### src/verilog/rv_isa_pkg.sv
package rv_isa_pkg;

    localparam int xlen       = 32;  // data word width
    localparam int reg_addr_w = 5;   // x0..x31

    // major opcodes, bits [6:0]
    localparam logic [6:0] opc_load   = 7'b000_0011;  // LB LH LW LBU LHU
    localparam logic [6:0] opc_store  = 7'b010_0011;  // SB SH SW
    localparam logic [6:0] opc_op_imm = 7'b001_0011;  // ADDI .. SRAI
    localparam logic [6:0] opc_op     = 7'b011_0011;  // ADD .. AND
    localparam logic [6:0] opc_bubble = 7'b000_0000;  // all-zero word, empty slot

    // load / store widths
    localparam logic [2:0] f3_lb  = 3'b000;
    localparam logic [2:0] f3_lh  = 3'b001;
    localparam logic [2:0] f3_lw  = 3'b010;
    localparam logic [2:0] f3_lbu = 3'b100;
    localparam logic [2:0] f3_lhu = 3'b101;
    localparam logic [2:0] f3_sb  = 3'b000;
    localparam logic [2:0] f3_sh  = 3'b001;
    localparam logic [2:0] f3_sw  = 3'b010;

    // alu functions, shared by OP and OP-IMM
    localparam logic [2:0] f3_add  = 3'b000;  // also SUB when bit 30 set (OP only)
    localparam logic [2:0] f3_sll  = 3'b001;
    localparam logic [2:0] f3_slt  = 3'b010;
    localparam logic [2:0] f3_sltu = 3'b011;
    localparam logic [2:0] f3_xor  = 3'b100;
    localparam logic [2:0] f3_srl  = 3'b101;  // SRA when bit 30 set
    localparam logic [2:0] f3_or   = 3'b110;
    localparam logic [2:0] f3_and  = 3'b111;

    typedef struct packed {
        logic [6:0]            funct7;  // bit 5 is instr[30], the alt-op select
        logic [reg_addr_w-1:0] rs2;
        logic [reg_addr_w-1:0] rs1;
        logic [2:0]            funct3;
        logic [reg_addr_w-1:0] rd;
        logic [6:0]            opcode;
    } r_type_t;

    typedef struct packed {
        logic [11:0]           imm;
        logic [reg_addr_w-1:0] rs1;
        logic [2:0]            funct3;
        logic [reg_addr_w-1:0] rd;
        logic [6:0]            opcode;
    } i_type_t;

    typedef struct packed {
        logic [6:0]            imm_hi;  // imm[11:5]
        logic [reg_addr_w-1:0] rs2;
        logic [reg_addr_w-1:0] rs1;
        logic [2:0]            funct3;
        logic [4:0]            imm_lo;  // imm[4:0], sits where rd would be
        logic [6:0]            opcode;
    } s_type_t;

    // one instruction word, three views of the same bits
    typedef union packed {
        r_type_t r;
        i_type_t i;
        s_type_t s;
    } instr_u;

endpackage
### src/verilog/pipe_ctrl_pkg.sv
package pipe_ctrl_pkg;

    // alu operation, nop is zero so an empty slot is all-zero
    typedef enum logic [3:0] {
        alu_nop  = 4'd0,
        alu_add  = 4'd1,
        alu_sub  = 4'd2,
        alu_slt  = 4'd3,
        alu_sltu = 4'd4,
        alu_xor  = 4'd5,
        alu_or   = 4'd6,
        alu_and  = 4'd7,
        alu_sll  = 4'd8,
        alu_srl  = 4'd9,
        alu_sra  = 4'd10
    } alu_op_e;

    typedef enum logic [1:0] {
        mem_nop   = 2'd0,
        mem_load  = 2'd1,
        mem_store = 2'd2
    } mem_op_e;

    // width and extension of the memory access, loads and stores alike
    typedef enum logic [2:0] {
        wb_word   = 3'd0,
        wb_half_s = 3'd1,
        wb_half_u = 3'd2,
        wb_byte_s = 3'd3,
        wb_byte_u = 3'd4
    } wb_type_e;

    // what the execute stage gets each cycle
    typedef struct packed {
        logic [rv_isa_pkg::reg_addr_w-1:0] rd;
        logic [rv_isa_pkg::xlen-1:0]       alu_a;
        logic [rv_isa_pkg::xlen-1:0]       alu_b;
        alu_op_e                           alu_op;
        mem_op_e                           mem_op;
        logic                              wb_from_alu;  // 0 = write back from memory
        logic                              wb_en;
        wb_type_e                          wb_type;
        logic [rv_isa_pkg::xlen-1:0]       store_data;
        logic                              illegal;
    } exec_bundle_t;

    // decoded control, before the register data is known
    typedef struct packed {
        logic [rv_isa_pkg::reg_addr_w-1:0] rd;
        alu_op_e                           alu_op;
        mem_op_e                           mem_op;
        logic                              wb_from_alu;
        logic                              wb_en;
        wb_type_e                          wb_type;
        logic                              illegal;
        logic                              uses_rs1;
        logic                              uses_rs2;
        logic [rv_isa_pkg::reg_addr_w-1:0] rs1;
        logic [rv_isa_pkg::reg_addr_w-1:0] rs2;
        logic [rv_isa_pkg::xlen-1:0]       imm;  // already sign-extended
    } dec_t;

    localparam exec_bundle_t bubble_bundle = '{
        rd: '0, alu_a: '0, alu_b: '0, alu_op: alu_nop, mem_op: mem_nop,
        wb_from_alu: 1'b0, wb_en: 1'b0, wb_type: wb_word, store_data: '0,
        illegal: 1'b0
    };

    // decode fields of an empty slot
    localparam dec_t dec_idle = '{
        rd: '0, alu_op: alu_nop, mem_op: mem_nop, wb_from_alu: 1'b0,
        wb_en: 1'b0, wb_type: wb_word, illegal: 1'b0, uses_rs1: 1'b0,
        uses_rs2: 1'b0, rs1: '0, rs2: '0, imm: '0
    };

endpackage

### src/verilog/control_decode.sv
`timescale 1ns/1ns

module control_decode (
    input  rv_isa_pkg::instr_u                  instr,
    output logic [rv_isa_pkg::reg_addr_w-1:0]   rs1_addr,
    output logic [rv_isa_pkg::reg_addr_w-1:0]   rs2_addr,
    output pipe_ctrl_pkg::dec_t                 dec
);

    logic bad;  // unknown opcode or funct3

    // funct3 plus instr[30] to alu op, SUB only exists in register form
    function automatic pipe_ctrl_pkg::alu_op_e alu_decode(
        input logic [2:0] f3,
        input logic       alt,
        input logic       reg_form
    );
        pipe_ctrl_pkg::alu_op_e op;
        case (f3)
            rv_isa_pkg::f3_add:  op = (alt && reg_form) ? pipe_ctrl_pkg::alu_sub
                                                        : pipe_ctrl_pkg::alu_add;
            rv_isa_pkg::f3_sll:  op = pipe_ctrl_pkg::alu_sll;
            rv_isa_pkg::f3_slt:  op = pipe_ctrl_pkg::alu_slt;
            rv_isa_pkg::f3_sltu: op = pipe_ctrl_pkg::alu_sltu;
            rv_isa_pkg::f3_xor:  op = pipe_ctrl_pkg::alu_xor;
            rv_isa_pkg::f3_srl:  op = alt ? pipe_ctrl_pkg::alu_sra
                                          : pipe_ctrl_pkg::alu_srl;
            rv_isa_pkg::f3_or:   op = pipe_ctrl_pkg::alu_or;
            default:             op = pipe_ctrl_pkg::alu_and;  // f3_and, all 8 codes used
        endcase
        return op;
    endfunction

    always_comb begin
        dec = pipe_ctrl_pkg::dec_idle;  // start from an empty slot
        bad = 1'b0;

        case (instr.r.opcode)
            rv_isa_pkg::opc_load: begin
                dec.rd          = instr.i.rd;
                dec.rs1         = instr.i.rs1;
                dec.uses_rs1    = 1'b1;
                dec.imm         = {{(rv_isa_pkg::xlen-12){instr.i.imm[11]}}, instr.i.imm};
                dec.alu_op      = pipe_ctrl_pkg::alu_add;  // address = rs1 + imm
                dec.mem_op      = pipe_ctrl_pkg::mem_load;
                dec.wb_en       = 1'b1;
                dec.wb_from_alu = 1'b0;                    // data comes from memory
                case (instr.i.funct3)
                    rv_isa_pkg::f3_lb:  dec.wb_type = pipe_ctrl_pkg::wb_byte_s;
                    rv_isa_pkg::f3_lh:  dec.wb_type = pipe_ctrl_pkg::wb_half_s;
                    rv_isa_pkg::f3_lw:  dec.wb_type = pipe_ctrl_pkg::wb_word;
                    rv_isa_pkg::f3_lbu: dec.wb_type = pipe_ctrl_pkg::wb_byte_u;
                    rv_isa_pkg::f3_lhu: dec.wb_type = pipe_ctrl_pkg::wb_half_u;
                    default:            bad = 1'b1;
                endcase
            end

            rv_isa_pkg::opc_store: begin
                dec.rs1      = instr.s.rs1;
                dec.rs2      = instr.s.rs2;
                dec.uses_rs1 = 1'b1;
                dec.uses_rs2 = 1'b1;                       // store data
                dec.imm      = {{(rv_isa_pkg::xlen-12){instr.s.imm_hi[6]}},
                                instr.s.imm_hi, instr.s.imm_lo};
                dec.alu_op   = pipe_ctrl_pkg::alu_add;
                dec.mem_op   = pipe_ctrl_pkg::mem_store;   // no rd, no write-back
                case (instr.s.funct3)
                    rv_isa_pkg::f3_sb: dec.wb_type = pipe_ctrl_pkg::wb_byte_s;
                    rv_isa_pkg::f3_sh: dec.wb_type = pipe_ctrl_pkg::wb_half_s;
                    rv_isa_pkg::f3_sw: dec.wb_type = pipe_ctrl_pkg::wb_word;
                    default:           bad = 1'b1;
                endcase
            end

            rv_isa_pkg::opc_op_imm: begin
                dec.rd          = instr.i.rd;
                dec.rs1         = instr.i.rs1;
                dec.uses_rs1    = 1'b1;
                dec.imm         = {{(rv_isa_pkg::xlen-12){instr.i.imm[11]}}, instr.i.imm};
                dec.alu_op      = alu_decode(instr.i.funct3, instr.r.funct7[5], 1'b0);
                dec.wb_en       = 1'b1;
                dec.wb_from_alu = 1'b1;
            end

            rv_isa_pkg::opc_op: begin
                dec.rd          = instr.r.rd;
                dec.rs1         = instr.r.rs1;
                dec.rs2         = instr.r.rs2;
                dec.uses_rs1    = 1'b1;
                dec.uses_rs2    = 1'b1;
                dec.alu_op      = alu_decode(instr.r.funct3, instr.r.funct7[5], 1'b1);
                dec.wb_en       = 1'b1;
                dec.wb_from_alu = 1'b1;
            end

            rv_isa_pkg::opc_bubble: begin
                // empty slot, idle fields stand
            end

            default: bad = 1'b1;  // LUI, JAL, branches etc land here too
        endcase

        // an illegal word passes down as a marked bubble
        if (bad) begin
            dec         = pipe_ctrl_pkg::dec_idle;
            dec.illegal = 1'b1;
        end
    end

    assign rs1_addr = dec.rs1;  // zero unless used
    assign rs2_addr = dec.rs2;

    // a marked word must not reach the register file or memory
    always_comb begin
        if (dec.illegal) begin
            assert (!dec.wb_en && dec.mem_op == pipe_ctrl_pkg::mem_nop
                    && rs1_addr == '0 && rs2_addr == '0)
                else $error("illegal word decoded with live control");
        end
    end

endmodule

### src/verilog/decode_stage.sv
`timescale 1ns/1ns

module decode_stage (
    input  logic                               clk,
    input  logic                               rst_n,
    input  rv_isa_pkg::instr_u                 instr,
    input  logic [rv_isa_pkg::xlen-1:0]        rs1_data,   // from the register file
    input  logic [rv_isa_pkg::xlen-1:0]        rs2_data,
    input  logic [rv_isa_pkg::xlen-1:0]        alu_fwd,    // execute result, same cycle
    output logic [rv_isa_pkg::reg_addr_w-1:0]  rs1_addr,
    output logic [rv_isa_pkg::reg_addr_w-1:0]  rs2_addr,
    output pipe_ctrl_pkg::exec_bundle_t        exec
);

    pipe_ctrl_pkg::dec_t                dec;          // decoded fields
    pipe_ctrl_pkg::exec_bundle_t        next_bundle;  // bundle before the register
    logic [rv_isa_pkg::reg_addr_w-1:0]  prev_rd;      // hazard source, back from the latch

    control_decode u_control_decode (
        .instr    (instr),
        .rs1_addr (rs1_addr),
        .rs2_addr (rs2_addr),
        .dec      (dec)
    );

    operand_forward u_operand_forward (
        .dec         (dec),
        .rs1_data    (rs1_data),
        .rs2_data    (rs2_data),
        .alu_fwd     (alu_fwd),
        .prev_rd     (prev_rd),
        .next_bundle (next_bundle)
    );

    execute_latch u_execute_latch (
        .clk         (clk),
        .rst_n       (rst_n),
        .next_bundle (next_bundle),
        .exec        (exec),
        .prev_rd     (prev_rd)
    );

endmodule

### src/verilog/execute_latch.sv
`timescale 1ns/1ns

module execute_latch (
    input  logic                               clk,
    input  logic                               rst_n,
    input  pipe_ctrl_pkg::exec_bundle_t        next_bundle,
    output pipe_ctrl_pkg::exec_bundle_t        exec,
    output logic [rv_isa_pkg::reg_addr_w-1:0]  prev_rd
);

    // decode/execute pipeline register
    always_ff @(posedge clk) begin
        if (!rst_n) begin
            exec <= pipe_ctrl_pkg::bubble_bundle;  // empty slot
        end else begin
            exec <= next_bundle;                   // no stall, a new word every edge
        end
    end

    // rd of the instruction now in execute, but only if it really writes
    // a register; stores, bubbles and marked words give zero
    assign prev_rd = (exec.wb_en && (exec.rd != '0)) ? exec.rd : '0;

    // stores carry no destination
    store_no_wb: assert property (
        @(posedge clk) disable iff (!rst_n)
        (exec.mem_op == pipe_ctrl_pkg::mem_store) |-> !exec.wb_en
    ) else $error("store bundle with wb_en set");

    // load data comes from memory, never the alu
    load_wb_mem: assert property (
        @(posedge clk) disable iff (!rst_n)
        (exec.mem_op == pipe_ctrl_pkg::mem_load) |-> !exec.wb_from_alu
    ) else $error("load bundle selects alu write-back");

endmodule

### src/verilog/operand_forward.sv
`timescale 1ns/1ns

module operand_forward (
    input  pipe_ctrl_pkg::dec_t                dec,
    input  logic [rv_isa_pkg::xlen-1:0]        rs1_data,
    input  logic [rv_isa_pkg::xlen-1:0]        rs2_data,
    input  logic [rv_isa_pkg::xlen-1:0]        alu_fwd,    // result now in execute
    input  logic [rv_isa_pkg::reg_addr_w-1:0]  prev_rd,    // zero when nothing to forward
    output pipe_ctrl_pkg::exec_bundle_t        next_bundle
);

    logic                        fwd_rs1;
    logic                        fwd_rs2;
    logic [rv_isa_pkg::xlen-1:0] rs1_val;
    logic [rv_isa_pkg::xlen-1:0] rs2_val;
    logic                        reg_form;  // OP, alu_b from rs2

    // one-cycle raw hazard, x0 is hardwired and never forwarded
    assign fwd_rs1 = dec.uses_rs1 && (dec.rs1 == prev_rd) && (|dec.rs1);
    assign fwd_rs2 = dec.uses_rs2 && (dec.rs2 == prev_rd) && (|dec.rs2);

    assign rs1_val = fwd_rs1 ? alu_fwd : rs1_data;
    assign rs2_val = fwd_rs2 ? alu_fwd : rs2_data;

    // stores read rs2 too, but only as data
    assign reg_form = dec.uses_rs2 && (dec.mem_op == pipe_ctrl_pkg::mem_nop);

    always_comb begin
        next_bundle.rd          = dec.rd;
        next_bundle.alu_a       = dec.uses_rs1 ? rs1_val : '0;  // zero in a bubble
        next_bundle.alu_b       = reg_form ? rs2_val : dec.imm;
        next_bundle.alu_op      = dec.alu_op;
        next_bundle.mem_op      = dec.mem_op;
        next_bundle.wb_from_alu = dec.wb_from_alu;
        next_bundle.wb_en       = dec.wb_en;
        next_bundle.wb_type     = dec.wb_type;
        next_bundle.store_data  = (dec.mem_op == pipe_ctrl_pkg::mem_store) ? rs2_val : '0;
        next_bundle.illegal     = dec.illegal;
    end

    // an unused source leaves no trace in the operands
    always_comb begin
        if (!dec.uses_rs1) begin
            assert (next_bundle.alu_a == '0)
                else $error("rs1 unused but alu_a is live");
        end
        if (!dec.uses_rs2) begin
            assert (next_bundle.store_data == '0 && next_bundle.alu_b == dec.imm)
                else $error("rs2 unused but feeds an operand");
        end
    end

endmodule

### config.mk
export PLATFORM = sky130hd
export DESIGN_NAME = decode_stage
export DESIGN_NICKNAME = d
export VERILOG_FILES = /design/src/verilog/rv_isa_pkg.sv /design/src/verilog/pipe_ctrl_pkg.sv /design/src/verilog/control_decode.sv /design/src/verilog/decode_stage.sv /design/src/verilog/execute_latch.sv /design/src/verilog/operand_forward.sv
export SDC_FILE = /design/constraint.sdc
export NUM_CORES = 1
export LEC_CHECK = 0
export ABC_AREA = 1
export BUFFER_PORTS_ARGS = -buffer_cell sky130_fd_sc_hd__buf_2
export CAP_MARGIN = 20
export CORE_MARGIN = 2
export CORE_UTILIZATION = 25
export DETAILED_ROUTE_END_ITERATION = 7
export RECOVER_POWER = 100
export SYNTH_ARGS = -nofsm -noshare
export SYNTH_HDL_FRONTEND = slang
export SYNTH_SLANG_ARGS = --single-unit
### constraint.sdc
create_clock -name clk -period 3.2 [get_ports clk]
set_input_delay 0.48 -clock clk [delete_from_list [all_inputs] [get_ports clk]]
set_output_delay 0.48 -clock clk [all_outputs]
set_load 0.005 [all_outputs]
# ---- After elaboration in Yosys (flattened, before gate mapping)
# Index checks and enable logic that the tools add are counted.
dict set report totals {
  input_bits 130
  wordCells 73
  regBits 113
  out_inout_bits 123
}
dict set report op_classes {
  mux 23
  n_eq_ne 13
  bitwise_logic 2
  reduce_logical 25
}
# cell count
set ops {}
lappend ops {{$mux W32} 3}
lappend ops {{$pmux W32 S2} 1}
lappend ops {{$pmux W4 S7} 2}
lappend ops {{$mux W52} 1}
lappend ops {{$mux W5} 3}
lappend ops {{$reduce_or A5 Y1} 3}
lappend ops {{$eq A7 B6 Y1 const B} 2}
lappend ops {{$pmux W2 S2} 3}
lappend ops {{$pmux W3 S4} 1}
lappend ops {{$pmux W4 S3} 1}
lappend ops {{$reduce_or A3 Y1} 4}
lappend ops {{$eq A5 B5 Y1} 2}
lappend ops {{$reduce_or A2 Y1} 5}
lappend ops {{$eq A3 B3 Y1 const B} 3}
lappend ops {{$eq A7 B2 Y1 const B} 1}
lappend ops {{$eq A7 B5 Y1 const B} 1}
lappend ops {{$logic_not A7 Y1} 1}
lappend ops {{$eq A3 B2 Y1 const B} 2}
lappend ops {{$logic_and A1 B1 Y1} 6}
lappend ops {{$pmux W3 S2} 1}
lappend ops {{$reduce_bool A5 Y1} 1}
lappend ops {{$mux W1} 4}
lappend ops {{$mux W2} 2}
lappend ops {{$reduce_and A2 Y1} 2}
lappend ops {{other kinds (7)} 8}

# ---- Depth between registers and ports, before layout
# Gate-level depths: netlist of run 1.
dict set report depth {
  word_depth 10
  ltp_mapped 16
}

# ---- Cells and area by module
# From an unflattened synthesis of run 1, not the netlist that was laid out.
dict set report unflattened {
  hier_cells 1066
  area_unflattened_um2 6697.7
}
# mod n_inst cells_each area_per_inst_um2
set modules_own_cells {}
lappend modules_own_cells {execute_latch 1 367 3283.1}
lappend modules_own_cells {operand_forward 1 526 2518.7}
lappend modules_own_cells {control_decode 1 173 895.9}

# ---- Worst setup path after synthesis of run 1
# No wires, ideal clock.
dict set report synth_timing {
  kind {input-to-reg}
  startpoint {input instr[3] (netlist bit)}
  endpoint {register u_execute_latch.exec[100] (netlist name)}
  path_slack_ns 1.183
  cell_stages 14
  setup_time_ns 0.112
  arrival_ns 1.906
  n_path_buf 2
  cell_sequence {nor2_2 -> nand3_2 -> nor2_4 -> inv_2 -> nor2_8 -> nand2_1 -> nand2_1 -> nand2_1 -> nor2_4 -> nand3_4 -> buf_6 -> buf_6 -> nor2_2 -> nor2_1}
}
dict set report synth_via {
  elab_chain_len 8
  word_cells_on_any_way 17
  cone_classes {eq/ne: 5; mux: 5; reduce/logical: 7}
}
# element line_no
set synth_lines {}
lappend synth_lines {{start, declared} decode_stage.sv:6} ;# input rv_isa_pkg::instr_u instr,
lappend synth_lines {{$eq A7 B5 Y1 (tied with other cells)} control_decode.sv:38} ;# case (instr.r.opcode)
lappend synth_lines {{$reduce_or A3 Y1 (no source line) / $reduce_or A4 Y1 (equally long branches)} -}
lappend synth_lines {{$pmux W1 S3 / $mux W5 (equally long branches)} control_decode.sv:38}
lappend synth_lines {{$mux W52 *} control_decode.sv:104} ;# if (bad) begin
lappend synth_lines {{$eq A5 B5 Y1} operand_forward.sv:19} ;# assign fwd_rs1 = dec.uses_rs1 && (dec.rs1 == prev_rd) && (|dec.rs1);
lappend synth_lines {{$logic_and A1 B1 Y1 (2 in a row)} operand_forward.sv:19}
lappend synth_lines {{$mux W32} operand_forward.sv:22} ;# assign rs1_val = fwd_rs1 ? alu_fwd : rs1_data;
# Every way passes the cells marked *; elsewhere a longest branch is shown, timed or not.
# A chain may end at the register's enable or synchronous reset.

# ---- Worst setup path after layout of run 1
dict set report layout_timing {
  startpoint {input instr[14] (netlist bit)}
  endpoint {register u_execute_latch.exec[21] (netlist name)}
}
dict set report layout_via {
  elab_chain_len 9
  word_cells_on_any_way 18
  cone_classes {eq/ne: 6; mux: 5; reduce/logical: 7}
}
# element line_no
set layout_lines {}
lappend layout_lines {{$eq A3 B1 Y1 (tied with other cells)} {control_decode.sv:48, control_decode.sv:67}}
lappend layout_lines {{$reduce_or A5 Y1 (no source line) / $reduce_or A3 Y1 (equally long branches)} -}
lappend layout_lines {{$mux W1 (on tied branches)} {control_decode.sv:48, control_decode.sv:67}}
lappend layout_lines {{$pmux W1 S3 *} control_decode.sv:38}
lappend layout_lines {{$mux W52 *} control_decode.sv:104}
lappend layout_lines {{$eq A5 B5 Y1} operand_forward.sv:20} ;# assign fwd_rs2 = dec.uses_rs2 && (dec.rs2 == prev_rd) && (|dec.rs2);
lappend layout_lines {{$logic_and A1 B1 Y1 (2 in a row)} operand_forward.sv:20}
lappend layout_lines {{$mux W32} operand_forward.sv:23} ;# assign rs2_val = fwd_rs2 ? alu_fwd : rs2_data;
# Marks and branches as above.

==> impl_metrics.tcl, run 1 <==
set metrics [dict create \
    worstPathMaxFanout 24 \
    synthArstFlopShare_pct 0 \
    ant_nets 0 \
    route.final.wire_length_mm 17.8 \
    cp-end-kind "flip-flop" \
    gr-total-overflow 0 \
    post-route-period-util_pct 80.3 \
    cts.sinks 113 \
    grt_pass1_wl_mm 26.3 \
    worst_slack_ns 0.631 \
    cp.arrival_ns 2.91 \
    postPlaceCellArea_um2 6310 \
    nets 1063 \
    grt.total_usage_pct 17.0 \
    antenna_found_initial 3 \
    crit_type "input pin to flip-flop" \
    use_met1_pct 21.4 \
    seq_area_frac_synth_pct 46.6 \
    slowest_delay_ns 0.40 \
    hold_buffers 0 \
    ys_ff_latch 113 \
    clockBufferDepth 2 \
    skew_ns 0.00486 \
    max_slew.worst_pin.slew_ns 0.615 \
    power.density_nw_per_um2 527 \
    clockRootBuffer "clkbuf_16" \
    routedWlPerCell_um 14.7 \
    largest_registers "u_execute_latch.exec (113)" \
    worstSetupStartpointType "input pin" \
    cts_max_level 4 \
    path_cells "buf_2, nor2_1, nor2_1, nand3_1, nand2_4, nor2_1, inv_1, nor2_1, inv_1, nor2_1, inv_2, buf_4, a21oi_1" \
    required_ns 3.54 \
    pre_cts_ws_ns 0.588 \
    hold_viol_final 0 \
    grt_busiest_layer "met2" \
    worstRegToRegCells 14 \
    post_cts_buffers 0 \
    clk_pin_slew_ns 0.06 \
    slew_headroom_pct 59.0 \
    largest_reg_flops 113 \
    crit_start "instr[14]" \
    fin_area_um2 6780 \
    synth_area_um2 4850 \
    drive_gt1_share_pct 25.4 \
    drcViolationCount 0 \
    worstReg2RegStart "u_execute_latch.exec[110]" \
    syn_inst 690 \
    drv_slew 0 \
    synth.avg_cell_area_um2 7.03 \
    min_path_type "input pin to flip-flop" \
    vias_per_cell 4.30 \
    die_w_um 143 \
    crit_family "simple AND/OR/NAND/NOR gates" \
    portBuffers 252 \
    hpwl_mm 13.7 \
    start_util_pct 25.7 \
    fp.dieArea_um2 20500 \
    grt_max_degree 50 \
    fmax_mhz 389 \
    post_cts_resized 0 \
    r2r_end "u_execute_latch.exec[77]" \
    fin_crit_ns 2.57 \
    rows 50 \
    finalSetupViolCount 0 \
    top_register "u_execute_latch.exec" \
    synth_edf_count 0 \
    critPathBufInv 5 \
    cp.depth 13 \
    grtUsageMet3_pct 3.79 \
    vias 5201 \
    synth_cell_types 31 \
    r2r_setup_slack_ns 1.06 \
    synth.top_cell.area_share_pct 46.6 \
    crit_top_cell "nor2_1" \
    fin_util_pct 35.9 \
    whs_ns 0.275 \
    gr-usage-met2_pct 27.4 \
    grt_setup_unrepaired "no" \
    outcome "complete, no violations" \
    synth_top_area_cell "dfxtp_1" \
    synth_warnings 0 \
    globalplace.congestion 0.934 \
    drt_iter0_drc 242 \
    cp-endpoint "u_execute_latch.exec[21]" \
    die_h_um 143 \
    syn_nets 820 \
    ys.flop_type "dfxtp_1" \
    leakage_uw 0.00357 \
    cap_violations 0 \
    core_um2 18900 \
    crit_path_top_delay_cell "nor2_1" \
    first_global_vias 4983 \
    syn_to_final_growth_pct 39.9 \
    cts_buffers 17 \
    tns_ns 0 \
    dr.pass1.iters 5 \
    clock_latency_ns 0.41 \
    ys_top_cells_by_area "dfxtp_1 47%, nand2_1 17%, nor2_1 7.0%" \
    boundaryPins 253 \
    cts_tree "done" \
    vdd_ir_drop_max_uv 334 \
]
## routing by layer
metal	wire length [µm]	vias up	share of wire [%]
met5	0	-	0
met4	492	0	2.8
met3	958	33	5.4
met2	8300	179	47
met1	8010	2365	45
li1	-	2624	-
## tightest hold or removal path: cells and delay by family
kind / cells / cell delay [ns]
AND/OR/NAND/NOR: 2 / 0.09
buffers and inverters: 1 / 0.07
## through the flow
step                      power, µW  cells
after global routing           3720   1209
after global placement         1640   1174
after detailed placement       1640   1174
after CTS                      3620   1206
after floorplan                1520    690
final                          3570   1209
## cells in the final DEF, fill, tap and decap left out, types with 2 or more instances in the layout
| cell type | Yosys | layout |
|---|---|---|
| a21oi_1 | 37 | 37 |
| nand3_2 | 4 | 2 |
| clkbuf_1 | 12 | 82 |
| nand3_1 | 52 | 54 |
| o21ai_0 | 11 | 11 |
| clkinvlp_4 | 0 | 4 |
| nor2_2 | 14 | 11 |
| inv_6 | 0 | 2 |
| dfxtp_1 | 113 | 113 |
| nor3_1 | 3 | 3 |
| bufinv_16 | 0 | 3 |
| buf_2 | 12 | 171 |
| nor2_4 | 4 | 6 |
| nand3b_1 | 3 | 3 |
| nand4_1 | 9 | 9 |
| a31oi_1 | 5 | 5 |
| o21ai_1 | 2 | 2 |
| diode_2 | 0 | 3 |
| inv_2 | 9 | 7 |
| nor2_1 | 91 | 93 |
| clkbuf_16 | 0 | 17 |
| inv_1 | 71 | 73 |
| buf_4 | 10 | 8 |
| clkinv_2 | 0 | 2 |
| nand2_1 | 215 | 216 |
## cells in the mapped netlist, types with 2 or more instances
| cell | instances |
|---|---|
| nor2_1 | 91 |
| nor2_2 | 14 |
| nand3b_1 | 3 |
| inv_1 | 71 |
| inv_2 | 9 |
| o21ai_1 | 2 |
| nor3_1 | 3 |
| dfxtp_1 | 113 |
| nand3_2 | 4 |
| o21ai_0 | 11 |
| buf_6 | 2 |
| nor2_4 | 4 |
| nand4_1 | 9 |
| buf_4 | 10 |
| a31oi_1 | 5 |
| nand3_1 | 52 |
| nand2_1 | 215 |
| clkbuf_1 | 12 |
| buf_2 | 12 |
| a21oi_1 | 37 |
## power breakdown
group          total [µW]  switching, µW  internal, µW
Sequential           1410           1.02          1410
Combinational         197            109          87.2
Clock                1970            718          1250
## worst min-delay path by stage
stage	slack (ns)	endpoint	depth (start not counted)	startpoint
after floorplan	0.56	u_execute_latch.exec[33]	1	instr[14]
after global placement	0.70	u_execute_latch.exec[79]	3	rs1_data[3]
after detailed placement	0.69	u_execute_latch.exec[79]	3	rs1_data[3]
after CTS	0.25	u_execute_latch.exec[78]	3	rs1_data[2]
after global routing	0.26	u_execute_latch.exec[82]	3	rs1_data[6]
final	0.28	u_execute_latch.exec[78]	3	rs1_data[2]
## cell type report
type	instances	area (µm²)
fill	2103	12100
sequential	113	2260
multi-input combinational	461	2060
timing repair buffer	260	1220
clock buffer	20	447
tap	260	325
inverter	80	300
clock inverter	12	156
antenna	3	7.51
## cells by family after synthesis
group,synth area share (%)
buf+inv,10.4
compound gates,6.66
flops,46.6
xor+xnor,0.181
simple gates,36.1
No activity file was read; power rests on OpenSTA's default activity.
==> run 2, diff against run 1 <==
==> constraint.sdc (replaced) <==
create_clock -name clk -period 2.6 [get_ports clk]
set_input_delay 0.39 -clock clk [delete_from_list [all_inputs] [get_ports clk]]
set_output_delay 0.39 -clock clk [all_outputs]
set_load 0.005 [all_outputs]
==> impl_metrics.tcl, run 2 (synthesis results as in run 1) <==
set metrics [dict create \
    outcome "complete, no violations" \
    power_uw 4610 \
    start_util_pct 25.7 \
    crit_family "simple AND/OR/NAND/NOR gates" \
    post-route-period-util_pct 84.3 \
    clockRootBuffer "clkbuf_16" \
    drt_iter0_drc 280 \
    vias 5202 \
    syn_to_final_growth_pct 43.8 \
    top_register "u_execute_latch.exec" \
    route.final.wire_length_mm 18.1 \
    crit_path_top_delay_cell "o21ai_0" \
    globalplace.congestion 0.895 \
    worstPathMaxFanout 11 \
    grt_pass1_wl_mm 26.7 \
    clock_latency_ns 0.41 \
    path_cells "clkbuf_1, nor2_1, nor2_1, nand3_2, nand2_4, nor2_1, inv_1, nor2_4, inv_1, nor2_1, inv_2, o21ai_0, nand2_1, inv_1" \
    stdcell_count 1212 \
    slowest_delay_ns 0.28 \
    post_cts_resized 0 \
    gr-total-overflow 0 \
    leakage_uw 0.00366 \
    r2r_setup_slack_ns 0.46 \
    final_common_cell "nand2_1" \
    worstSetupStartpointType "input pin" \
    nFillCells 2079 \
    drive_gt1_share_pct 26.0 \
    cp-end-kind "flip-flop" \
    routedWlPerCell_um 14.9 \
    grt.total_usage_pct 17.3 \
    max_slew.worst_pin.slew_ns 0.546 \
    layout_common_cells "215 x nand2_1, 169 x buf_2, 113 x dfxtp_1" \
    required_ns 2.96 \
    cp.arrival_ns 2.55 \
    hold_viol_final 0 \
    cts.sinks 113 \
    crit_type "input pin to flip-flop" \
    whs_ns 0.189 \
    first_global_vias 4938 \
    tns_ns 0 \
    cts_max_level 4 \
    p_sw_uw 965 \
    fp.dieArea_um2 20500 \
    p_sw_share_pct 20.9 \
    largest_reg_flops 113 \
    vias_per_cell 4.29 \
    hold_buffers 0 \
    critPathBufInv 5 \
    boundaryPins 253 \
    min_path_type "input pin to flip-flop" \
    cts_buffers 17 \
    slew_headroom_pct 63.1 \
    combPwrFrac_pct 5.3 \
    drcViolationCount 0 \
    postPlaceCellArea_um2 6430 \
    finalSetupViolCount 0 \
    dr.pass1.iters 5 \
    place_inst 1179 \
    rows 50 \
    grt_max_degree 36 \
    clk_pin_slew_ns 0.05 \
    regArea_um2 2260 \
    grt_setup_unrepaired "no" \
    seqPwrFrac_pct 37.7 \
    post_cts_buffers 0 \
    portBuffers 252 \
    clock_power_share_pct 57.0 \
    crit_top_cell "nor2_1" \
    fmax_mhz 456 \
    clockBufferDepth 2 \
    core_um2 18900 \
    ant_nets 0 \
    fin_crit_ns 2.19 \
    multi_input_area_um2 2100 \
    nets 1068 \
    largest_registers "u_execute_latch.exec (113)" \
    intPower_uw 3650 \
    cap_violations 0 \
    die_h_um 143 \
    vdd_ir_drop_max_uv 416 \
    die_w_um 143 \
    antenna_found_initial 2 \
    cts_tree "done" \
    power.density_nw_per_um2 661 \
    fin_area_um2 6970 \
    skew_ns 0.00585 \
    drv_slew 0 \
    hpwl_mm 13.8 \
]
run 2: power groups by stage:
stage	registers, µW	logic [µW]	clock network (µW)
finish	1740	246	2630
global route	1740	275	2770
CTS	1740	249	2690
detailed placement	1780	247	0
global placement	1780	247	0
floorplan	1780	93.5	0
run 2: area by class of cell:
class | instances | share of cell area (%)
Antenna cell | 2 | 0.0718
Clock buffer | 23 | 7.00
Clock inverter | 8 | 2.51
Inverter | 80 | 4.31
Multi-Input combinational cell | 461 | 30.1
Sequential cell | 113 | 32.4
Tap cell | 260 | 4.66
Timing Repair Buffer | 265 | 18.9
run 2: per-layer routing:
metal,vias up,track usage [%],share of wire [%]
met3,39,4.53,6.1
met5,-,0,0
met2,200,28.2,46
met1,2330,22.0,44
li1,2633,-,-
met4,0,6.71,3.1
run 2: path summary, 6_finish.rpt:
check	depth (start not counted)	start	endpoint
hold reg to reg	6	u_execute_latch.exec[112]	u_execute_latch.exec[81]
setup / recovery	14	instr[14]	u_execute_latch.exec[48]
setup reg to reg	13	u_execute_latch.exec[108]	u_execute_latch.exec[64]
hold / removal	3	rs1_data[1]	u_execute_latch.exec[77]
run 2: worst reg2reg max path: cells and delay by family, from the launching register on:
kind | cells | cell delay [ns]
xor+xnor | 1 | 0.18
buf+inv | 1 | 0.32
flops | 1 | 0.38
simple gates | 11 | 1.13
run 2: per-stage QoR:
| stage | utilization (%) | setup slack [ns] |
|---|---|---|
| detailed placement | 34.0 | 0.218 |
| floorplan | - | 0.673 |
| CTS | 37.5 | 0.573 |
| global route | 36.9 | 0.192 |
| global placement | 34.0 | 0.291 |
| finish | 36.9 | 0.407 |
